## config.mk

```make
export PLATFORM = sky130hd
export DESIGN_NAME = cache_tag_store_flat
export DESIGN_NICKNAME = d
export VERILOG_FILES = /design/src/cache_cfg_pkg.sv /design/src/cache_req_pkg.sv /design/src/cache_if.sv /design/src/cache_way_ram.sv /design/src/cache_tag_store.sv /design/src/flat_wrapper.sv
export SDC_FILE = /design/constraint.sdc
export NUM_CORES = 2
export LEC_CHECK = 0
export BUFFER_PORTS_ARGS = -buffer_cell sky130_fd_sc_hd__buf_2
export CAP_MARGIN = 20
export CORE_MARGIN = 10
export CORE_UTILIZATION = 30
export DETAILED_ROUTE_END_ITERATION = 10
export PLACE_DENSITY = 0.53
export SYNTH_ARGS = -nofsm -noshare
export SYNTH_HDL_FRONTEND = slang
export SYNTH_SLANG_ARGS = --single-unit
```

## constraint.sdc

```tcl
create_clock -name clk -period 4.5 [get_ports clk]
set_clock_uncertainty 0.05 [all_clocks]
set_input_delay 0.45 -clock clk [delete_from_list [all_inputs] [get_ports clk]]
set_output_delay 0.45 -clock clk [all_outputs]
set_load 0.01 [all_outputs]
```

## src/cache_cfg_pkg.sv

```systemverilog
package cache_cfg_pkg;

  ////////////////////
  // Bus geometry
  ////////////////////
  localparam int addr_w = 32;
  localparam int data_w = 32;
  localparam int be_w   = 4;

  // Byte offset bits below the word index
  localparam int word_lsb = $clog2(be_w);

  ////////////////////
  // Cache geometry
  ////////////////////
  localparam int num_ways   = 4;
  localparam int way_w      = $clog2(num_ways);
  localparam int line_words = 16;

  // Word index within one way, address bits 10 to 2
  localparam int word_idx_w = 9;
  // Set index is the word index without the word-in-line bits
  localparam int set_idx_w  = word_idx_w - $clog2(line_words);
  localparam int set_lsb    = word_lsb + $clog2(line_words);
  localparam int tag_lsb    = word_lsb + word_idx_w;
  localparam int tag_w      = addr_w - tag_lsb;

  typedef logic [way_w-1:0]      way_t;
  typedef logic [word_idx_w-1:0] word_idx_t;
  typedef logic [set_idx_w-1:0]  set_idx_t;

endpackage

```

## src/cache_req_pkg.sv

```systemverilog
package cache_req_pkg;

  import cache_cfg_pkg::*;

  ////////////////////
  // Bus request
  ////////////////////
  typedef struct packed {
    logic [addr_w-1:0] addr;
    logic [be_w-1:0]   be;
    logic              read;
    logic              write;
    logic [data_w-1:0] wdata;
  } cache_req_t;

  ////////////////////
  // Tag RAM entry
  ////////////////////
  typedef struct packed {
    logic             valid;
    logic [tag_w-1:0] tag;
  } tag_entry_t;

  // Command level towards the refill agent, held until refill_done
  typedef enum logic [1:0] {
    cmd_nop  = 2'd0,
    cmd_fill = 2'd1,
    cmd_io   = 2'd2
  } refill_cmd_e;

endpackage

```

## src/cache_if.sv

```systemverilog
`timescale 1ns/1ps

// Accepted request and the last accepted cacheable write
interface cache_req_if
  import cache_req_pkg::*;
();

  cache_req_t cur;
  logic       cur_valid;
  cache_req_t prev;
  logic       prev_valid;

  modport stage (output cur, output cur_valid, output prev, output prev_valid);
  modport user  (input cur, input cur_valid, input prev, input prev_valid);

endinterface

// Line fill writes from the refill agent into the tag and data RAMs
interface cache_fill_if
  import cache_cfg_pkg::*;
();

  logic              we;
  logic              tag_we;
  way_t              way;
  logic [addr_w-1:0] addr;
  logic [data_w-1:0] data;

  modport host (output we, output tag_we, output way, output addr, output data);
  modport ram  (input we, input tag_we, input way, input addr, input data);

endinterface

```

## src/cache_way_ram.sv

```systemverilog
`timescale 1ns/1ps

module cache_way_ram
  import cache_cfg_pkg::*;
  import cache_req_pkg::*;
#(
  parameter type entry_t = tag_entry_t,
  parameter int  depth   = 1 << set_idx_w
) (
  input  logic                     clk,
  input  logic [$clog2(depth)-1:0] rd_idx,
  input  logic                     wr_en,
  input  way_t                     wr_way,
  input  logic [$clog2(depth)-1:0] wr_idx,
  input  entry_t                   wr_entry,
  output entry_t                   rd_entries [num_ways]
);

  ////////////////////
  // One memory per way
  ////////////////////
  for (genvar w = 0; w < num_ways; w++) begin : g_way
    entry_t mem [depth];

    always_ff @(posedge clk) begin
      if (wr_en && wr_way == way_t'(w)) begin
        mem[wr_idx] <= wr_entry;
      end
      // A read of the entry being written returns the old contents
      rd_entries[w] <= mem[rd_idx];
    end
  end

endmodule

```

## src/cache_tag_store.sv

```systemverilog
`timescale 1ns/1ps

module cache_tag_store
  import cache_cfg_pkg::*;
  import cache_req_pkg::*;
(
  input  logic      clk,
  input  logic      rest,
  input  set_idx_t  lookup_set,
  cache_req_if.user req,
  cache_fill_if.ram fill,
  output logic      hit,
  output way_t      hit_way,
  output logic      has_free,
  output way_t      free_way
);

  localparam int sweep_w = set_idx_w + way_w;

  logic [sweep_w-1:0]  sweep_cnt;
  logic                sweep_busy;
  tag_entry_t          rd_tags [num_ways];
  logic                wr_en;
  way_t                wr_way;
  set_idx_t            wr_set;
  tag_entry_t          wr_tag;
  logic [num_ways-1:0] swept_q;
  logic [num_ways-1:0] valid_vec;
  logic [num_ways-1:0] hit_vec;
  logic [tag_w-1:0]    cur_tag;

  ////////////////////
  // Reset sweep
  ////////////////////
  // Walks every set and way once and writes an invalid entry; fill writes take priority
  always_ff @(posedge clk or negedge rest) begin
    if (!rest) begin
      sweep_cnt  <= '0;
      sweep_busy <= 1'b1;
      swept_q    <= '0;
    end else begin
      if (sweep_busy && !fill.tag_we) begin
        sweep_cnt <= sweep_cnt + 1'b1;
        if (&sweep_cnt) begin
          sweep_busy <= 1'b0;
        end
      end
      // Entries the sweep has not reached yet read as invalid
      for (int w = 0; w < num_ways; w++) begin
        swept_q[w] <= !sweep_busy || ({lookup_set, way_t'(w)} < sweep_cnt);
      end
    end
  end

  assign wr_en  = fill.tag_we || sweep_busy;
  assign wr_way = fill.tag_we ? fill.way : sweep_cnt[way_w-1:0];
  assign wr_set = fill.tag_we ? fill.addr[tag_lsb-1:set_lsb] : sweep_cnt[sweep_w-1:way_w];
  assign wr_tag = fill.tag_we ? '{valid: 1'b1, tag: fill.addr[addr_w-1:tag_lsb]} : '0;

  cache_way_ram #(
    .entry_t (tag_entry_t),
    .depth   (1 << set_idx_w)
  ) tag_ram_i (
    .clk        (clk),
    .rd_idx     (lookup_set),
    .wr_en      (wr_en),
    .wr_way     (wr_way),
    .wr_idx     (wr_set),
    .wr_entry   (wr_tag),
    .rd_entries (rd_tags)
  );

  ////////////////////
  // Compare
  ////////////////////
  assign cur_tag = req.cur.addr[addr_w-1:tag_lsb];

  always_comb begin
    hit_way  = '0;
    free_way = '0;
    for (int w = 0; w < num_ways; w++) begin
      valid_vec[w] = rd_tags[w].valid && swept_q[w];
      hit_vec[w]   = valid_vec[w] && (rd_tags[w].tag == cur_tag);
    end
    // Lowest numbered way wins in both encoders
    for (int w = num_ways - 1; w >= 0; w--) begin
      if (hit_vec[w]) begin
        hit_way = way_t'(w);
      end
      if (!valid_vec[w]) begin
        free_way = way_t'(w);
      end
    end
  end

  assign hit      = |hit_vec;
  assign has_free = !(&valid_vec);

  a_one_hit: assert property (@(posedge clk) disable iff (!rest)
    req.cur_valid |-> $onehot0(hit_vec));

endmodule

```

## src/flat_wrapper.sv

```systemverilog
// flat-port wrapper written by rule: the top's interface ports become plain ports
module cache_tag_store_flat import cache_cfg_pkg::*; import cache_req_pkg::*;
  (clk, rest, lookup_set, hit, hit_way, has_free, free_way, req_cur, req_cur_valid, req_prev, req_prev_valid, fill_we, fill_tag_we, fill_way, fill_addr, fill_data);
  cache_req_if req_i ();
  cache_fill_if fill_i ();
  input  logic clk;
  input  logic rest;
  input  set_idx_t lookup_set;
  output logic hit;
  output way_t hit_way;
  output logic has_free;
  output way_t free_way;
  input wire logic [$bits(req_i.cur)-1:0] req_cur;
  input wire logic [$bits(req_i.cur_valid)-1:0] req_cur_valid;
  input wire logic [$bits(req_i.prev)-1:0] req_prev;
  input wire logic [$bits(req_i.prev_valid)-1:0] req_prev_valid;
  input wire logic [$bits(fill_i.we)-1:0] fill_we;
  input wire logic [$bits(fill_i.tag_we)-1:0] fill_tag_we;
  input wire logic [$bits(fill_i.way)-1:0] fill_way;
  input wire logic [$bits(fill_i.addr)-1:0] fill_addr;
  input wire logic [$bits(fill_i.data)-1:0] fill_data;
  assign req_i.cur = req_cur;
  assign req_i.cur_valid = req_cur_valid;
  assign req_i.prev = req_prev;
  assign req_i.prev_valid = req_prev_valid;
  assign fill_i.we = fill_we;
  assign fill_i.tag_we = fill_tag_we;
  assign fill_i.way = fill_way;
  assign fill_i.addr = fill_addr;
  assign fill_i.data = fill_data;
  cache_tag_store u_core (.clk(clk), .rest(rest), .lookup_set(lookup_set), .req(req_i), .fill(fill_i), .hit(hit), .hit_way(hit_way), .has_free(has_free), .free_way(free_way));
endmodule
```

**Word-level counts from Yosys, hierarchy flattened**

Memories as Yosys holds them, arrays and structs flattened. A register that Yosys moved wholly into a read port is not among the register bits.
Index checks and enable logic that the tools add are counted.

- Register bits: 12
- Bits in writable memories: 2816
- Output and inout bits: 6
- Logic and storage cells: 63
- Memories: 4

Memory list:

| name | words | bits a word | read ports | clocked after memory_dff | wr ports | RTL line | text |
|---|---|---|---|---|---|---|---|
| u_core.tag_ram_i.g_way[0].mem | 32 | 22 | 1 | 1 | 1 | cache_way_ram.sv:23 | `entry_t mem [depth];` |
| u_core.tag_ram_i.g_way[1].mem | 32 | 22 | 1 | 1 | 1 | cache_way_ram.sv:23 |  |
| u_core.tag_ram_i.g_way[2].mem | 32 | 22 | 1 | 1 | 1 | cache_way_ram.sv:23 |  |
| u_core.tag_ram_i.g_way[3].mem | 32 | 22 | 1 | 1 | 1 | cache_way_ram.sv:23 |  |

- $add $sub $neg: 1
- Magnitude comparators: 4
- Equality and inequality tests: 7
- Mux-type cells: 19
- Reductions and logical operators: 25

Operators by type and width:

| operator | number |
|---|---|
| $eq 21x21->1 | 4 |
| $lt 7x7->1 | 4 |
| $mux 22 | 1 |
| $mux 2 | 9 |
| $logic_and 1x1->1 | 13 |
| $mux 1 | 8 |
| $reduce_and 8->1 | 1 |
| $add 7x1->7 const B | 1 |
| $logic_or 1x1->1 | 5 |
| $mux 5 | 1 |
| $eq 2x2->1 const B | 2 |
| $reduce_and 4->1 | 1 |
| $reduce_or 4->1 | 1 |
| $logic_not 1->1 | 3 |
| $eq 2x1->1 const B | 1 |
| $logic_not 2->1 | 1 |

**Longest topological paths before layout**

- Depth in word-level cells: 6
- Gate-level depth with buffers: 10
- Gate-level depth less buffers: 7

**Modules after synthesis**

Synthesis repeated with hierarchy kept, for this count alone.

- Cells, all modules: 5523
- Area, all modules: 111226.7 um2

Modules (own cells, without submodules):

| module | times used | cells each | area an instance (um2) |
|---|---|---|---|
| cache_way_ram | 1 | 5300 | 109361.1 |
| cache_tag_store | 1 | 223 | 1865.5 |

**Least setup slack after synthesis**

No wires, ideal clock.

- Path kind: input to register
- Start point: in fill_tag_we
- End point: mem u_core.tag_ram_i.g_way[1].mem[24][0] (netlist name), enable pin
- Arrival: 3029 ps
- Data required time: 4021 ps
- Path slack: 992 ps
- Cell stages on the path: 6
- Buffers on the path: 3
- Path through: buf_2 > buf_2 > o32ai_1 > nand2_1 > clkbuf_1 > nor3_1

- Word-level cells in the longest chain between the ends: 5
- Elaborated cells on any way between the ends: 7
- Those cells by class: 1 x eq/ne; 4 x mux; 2 x reduce/logical

Ends and longest elaborated chain:

| what | RTL line | text |
|---|---|---|
| start, declared | flat_wrapper.sv:18 | `input wire logic [$bits(fill_i.tag_we)-1:0] fill_tag_we;` |
| $mux 2 | cache_tag_store.sv:56 | `assign wr_way = fill.tag_we ? fill.way : sweep_cnt[way_w-1:0];` |
| $eq 2x1->1 | cache_way_ram.sv:26 | `if (wr_en && wr_way == way_t'(w)) begin` |
| $logic_and 1x1->1 | cache_way_ram.sv:26 |  |
| $mux 1 | cache_way_ram.sv:26 |  |
| $mux 1 (implied by the code) | cache_way_ram.sv:27 | `mem[wr_idx] <= wr_entry;` |
| end, declared | cache_way_ram.sv:23 |  |

Parallel ways exist; a longest one is shown, timed or not.

**Worst setup path in the final report**

- Start point: reg, netlist name u_core.tag_ram_i.rd_entries[8]
- End point: out hit_way[0]

- Word-level cells in the longest chain between the ends: 6

Ends and longest elaborated chain:

| what | RTL line | text |
|---|---|---|
| $eq 21x21->1 | cache_tag_store.sv:83 | `hit_vec[w] = valid_vec[w] && (rd_tags[w].tag == cur_tag);` |
| $logic_and 1x1->1 | cache_tag_store.sv:83 |  |
| $mux 2 (4 in a row) | cache_tag_store.sv:87 | `if (hit_vec[w]) begin` |
| end, declared | flat_wrapper.sv:10 | `output way_t hit_way;` |

No other way between the ends.

==> metrics.txt <==
gr usage total=0.150; Largest delay share family, worst path=compound AO/OA/AOI/OAI gates; clock latency on the worst-skew pair=870 ps; vias in the first global route=between 50000 and 60000; placer congestion estimate=around 0.85; Placed Area=119000 sq um; crit path capture type=output port; fin area=about 130000 sq um; largest net degree at the start of global routing=~130; DR pass1 iterations=5; maximum VDD drop=approximately 0.00025 V; run status=complete, no violations; Mean Syn Cell Area=~23 sq um; clock buffer depth=4; Hold Crit Class=in2async; H-tree Lvls=5; GRT Residual Overflow=0; Worst Tran Pin Value=1180 ps; cell row count=223; CTS buffer count=around 310; 1st-iter DRT viols=approximately 5900; Pwr Total=a little under 60 mW; HPWL Detailed=~170 mm; Net Switching=13.3 mW; non-filler cells, final=between 10000 and 15000; synth warn=0; Finish-stage setup viols=0; IO Pins=223; Post-Place Cells=9768; CTS tree=yes; synthesized flop and latch total=between 2000 and 3000; Port Buf Inserts=62; final period utilization=0.914; syn_nets=~5100; Worst Path Max Fanout=2; cell count after synthesis=~4900; endpoints failing hold=0; Leakage=40.3 nW; Die Ht=628 microns; Die W=between 600 and 700 microns; slowest CP cell=nor4_1; wire per inst=29.4 microns; first-pass GRT wire length=around 430 mm; vias per cell=about 5; Worst Path Arrival=between 3000 and 4000 ps; Sequential Power Share=0.515; DR DRC count=0; DRT antenna net count=0; Clk pwr share=0.417; Post-synth EDFFs=roughly 2800; Pint=around 46 mW; Reg clk slew, reported paths=60 ps; Max-Cap Viols=0; Netlist cell types=47; Starting Density=0.301; layout cell share with drive strength beyond 1=0.301; critical-path cell list=xnor2_1 > nand4_1 > nor4_1 > o211ai_1 > a21oi_2 > buf_4 > buf_2; Required @ worst endpoint=4000 ps; area grow syn2layout=16.5%; via count=52900; Synth Cell Area=111000 sq um; minimum clock period=approximately 4000 ps; Worst Path Buf+Inv=2; switching share of total power=0.224; critical path startpoint category=register; post-CTS setup buffers=0; Power Dens Cells=~460 nW/um^2; final wirelength=between 300 and 400 mm; Slew Viols, Final=0; Max Clock Freq=about 0.24 GHz; CTS Root Cell=clkbuf_16; Synth Flop Type=edfxtp_1; Async SR Flop Fraction=0.00412; antenna violations before repair=21; clock sink count=2916; register area share after synthesis=0.782; Core Area=roughly 370000 sq um; Crit Path Category=reg2out; Setup TNS Final=0 ps; unrepaired setup endpoints after global routing=no; die area=between 300000 and 400000 sq um; final net count=around 5500; slowest cell delay on critical path=around 630 ps; Slew HR=0.216; Logic pwr share=0.067
-- kinds of logic after synthesis --
group | synth area share
buffers and inverters | 0.0132
muxes | 0.155
and+or+nand+nor | 0.0129
AOI/OAI and AO/OA | 0.0284
DFF | 0.782
xor gates and xnor gates | 0.00712
adders and majority gates | 0.000791
-- layer usage --
layer | global-route usage | routed length [microns]
met5 | 0 | 24
met1 | 0.210 | 130000
met3 | 0.0232 | 19000
met2 | 0.244 | 145000
met4 | 0.0449 | 9600
-- flip-flops by register name, summed over array words and instances, names as in the netlist --
signal                       cells
u_core.sweep_cnt                 7
u_core.swept_q                   4
u_core.tag_ram_i.rd_entries     88
u_core.sweep_busy                1
u_core.tag_ram_i.g_way.mem    2816
-- cells in the final DEF, fill, tap and decap left out, types with 11 or more instances in the layout --
cell,n
a221oi_1,96
o21a_1,41
clkbuf_16,320
nand4_1,16
and2_4,23
buf_12,54
clkinv_1,65
nor2_1,24
buf_2,56
mux4_2,689
buf_4,227
a22oi_1,80
bufinv_16,19
or2_2,12
mux2_2,15
xnor2_1,54
a21oi_1,74
dfxtp_1,88
a22o_1,73
mux2i_1,153
clkbuf_1,65
clkinv_2,47
edfxtp_1,2816
nor2_2,45
nor3_2,84
dfrtp_1,11
clkbuf_8,17
o22ai_1,15
xor2_1,36
nand3_1,20
o211ai_1,16
nand2_1,35
-- repair_timing --
action,in CTS,in global routing
endpoints found under the hold margin,34,0
hold buffers,3,0
setup endpoints to repair,1,0
gates resized for setup,1,0
-- power groups by stage --
stage | registers (mW) | logic (mW) | clock network, mW
after floorplan | 31.1 | 2.21 | 0
after global placement | 31.1 | 3.98 | 0
after detailed placement | 31.2 | 4.03 | 0
after CTS | 30.6 | 4.04 | 25.3
after global routing | 30.6 | 4.22 | 26.4
final | 30.6 | 3.99 | 24.8
-- stage by stage --
stage	hold WS, ps	util	setup WS, ps
floorplan	104	-	992
global placement	307	0.324	470
detailed placement	306	0.324	533
CTS	116	0.350	219
global route	125	0.350	282
finish	151	0.350	388
-- synth_stat cells, types with 20 or more instances --
cell type     n  area, sq um
buf_2        79          395
a21oi_1      76          380
a22o_1       73          639
clkbuf_1    124          465
and2_1       25          156
edfxtp_1   2816        84600
a22oi_1      81          608
a221oi_1     96          841
xor2_1       36          315
mux2i_1     153         1530
nand3_1      20          100
buf_1        22         82.6
xnor2_1      54          473
nand2_1      35          131
dfxtp_1      88         1760
nor3_1       88          440
buf_4        41          308
mux4_2      689        15500
nor2_1       70          263
o21a_1       41          308
-- area by class of cell --
type                       count  area (sq um)
fill                       33900        239000
sequential                  2916         86600
multi-input combinational   1663         23300
clock buffer                 402          8490
tap                         4837          6050
timing repair buffer         346          3190
clock inverter               152          1290
inverter                      10          37.5
antenna                       10          25.0
-- path summary, 6_finish.rpt --
check	startpoint	depth (start not counted)	endpoint	slack [ps]
max in group asynchronous	rest	2	u_core.sweep_busy	3960
max reg2reg	u_core.sweep_cnt[2]	5	u_core.tag_ram_i.g_way[3].mem[9][5]	1390
min in group clk	lookup_set[2]	3	u_core.tag_ram_i.rd_entries[47]	180
min reg2reg	u_core.sweep_cnt[6]	1	u_core.sweep_busy	460
min	rest	2	u_core.swept_q[2]	150
max	u_core.tag_ram_i.rd_entries[8]	7	hit_way[0]	390
No activity file was read; power rests on OpenSTA's default activity.
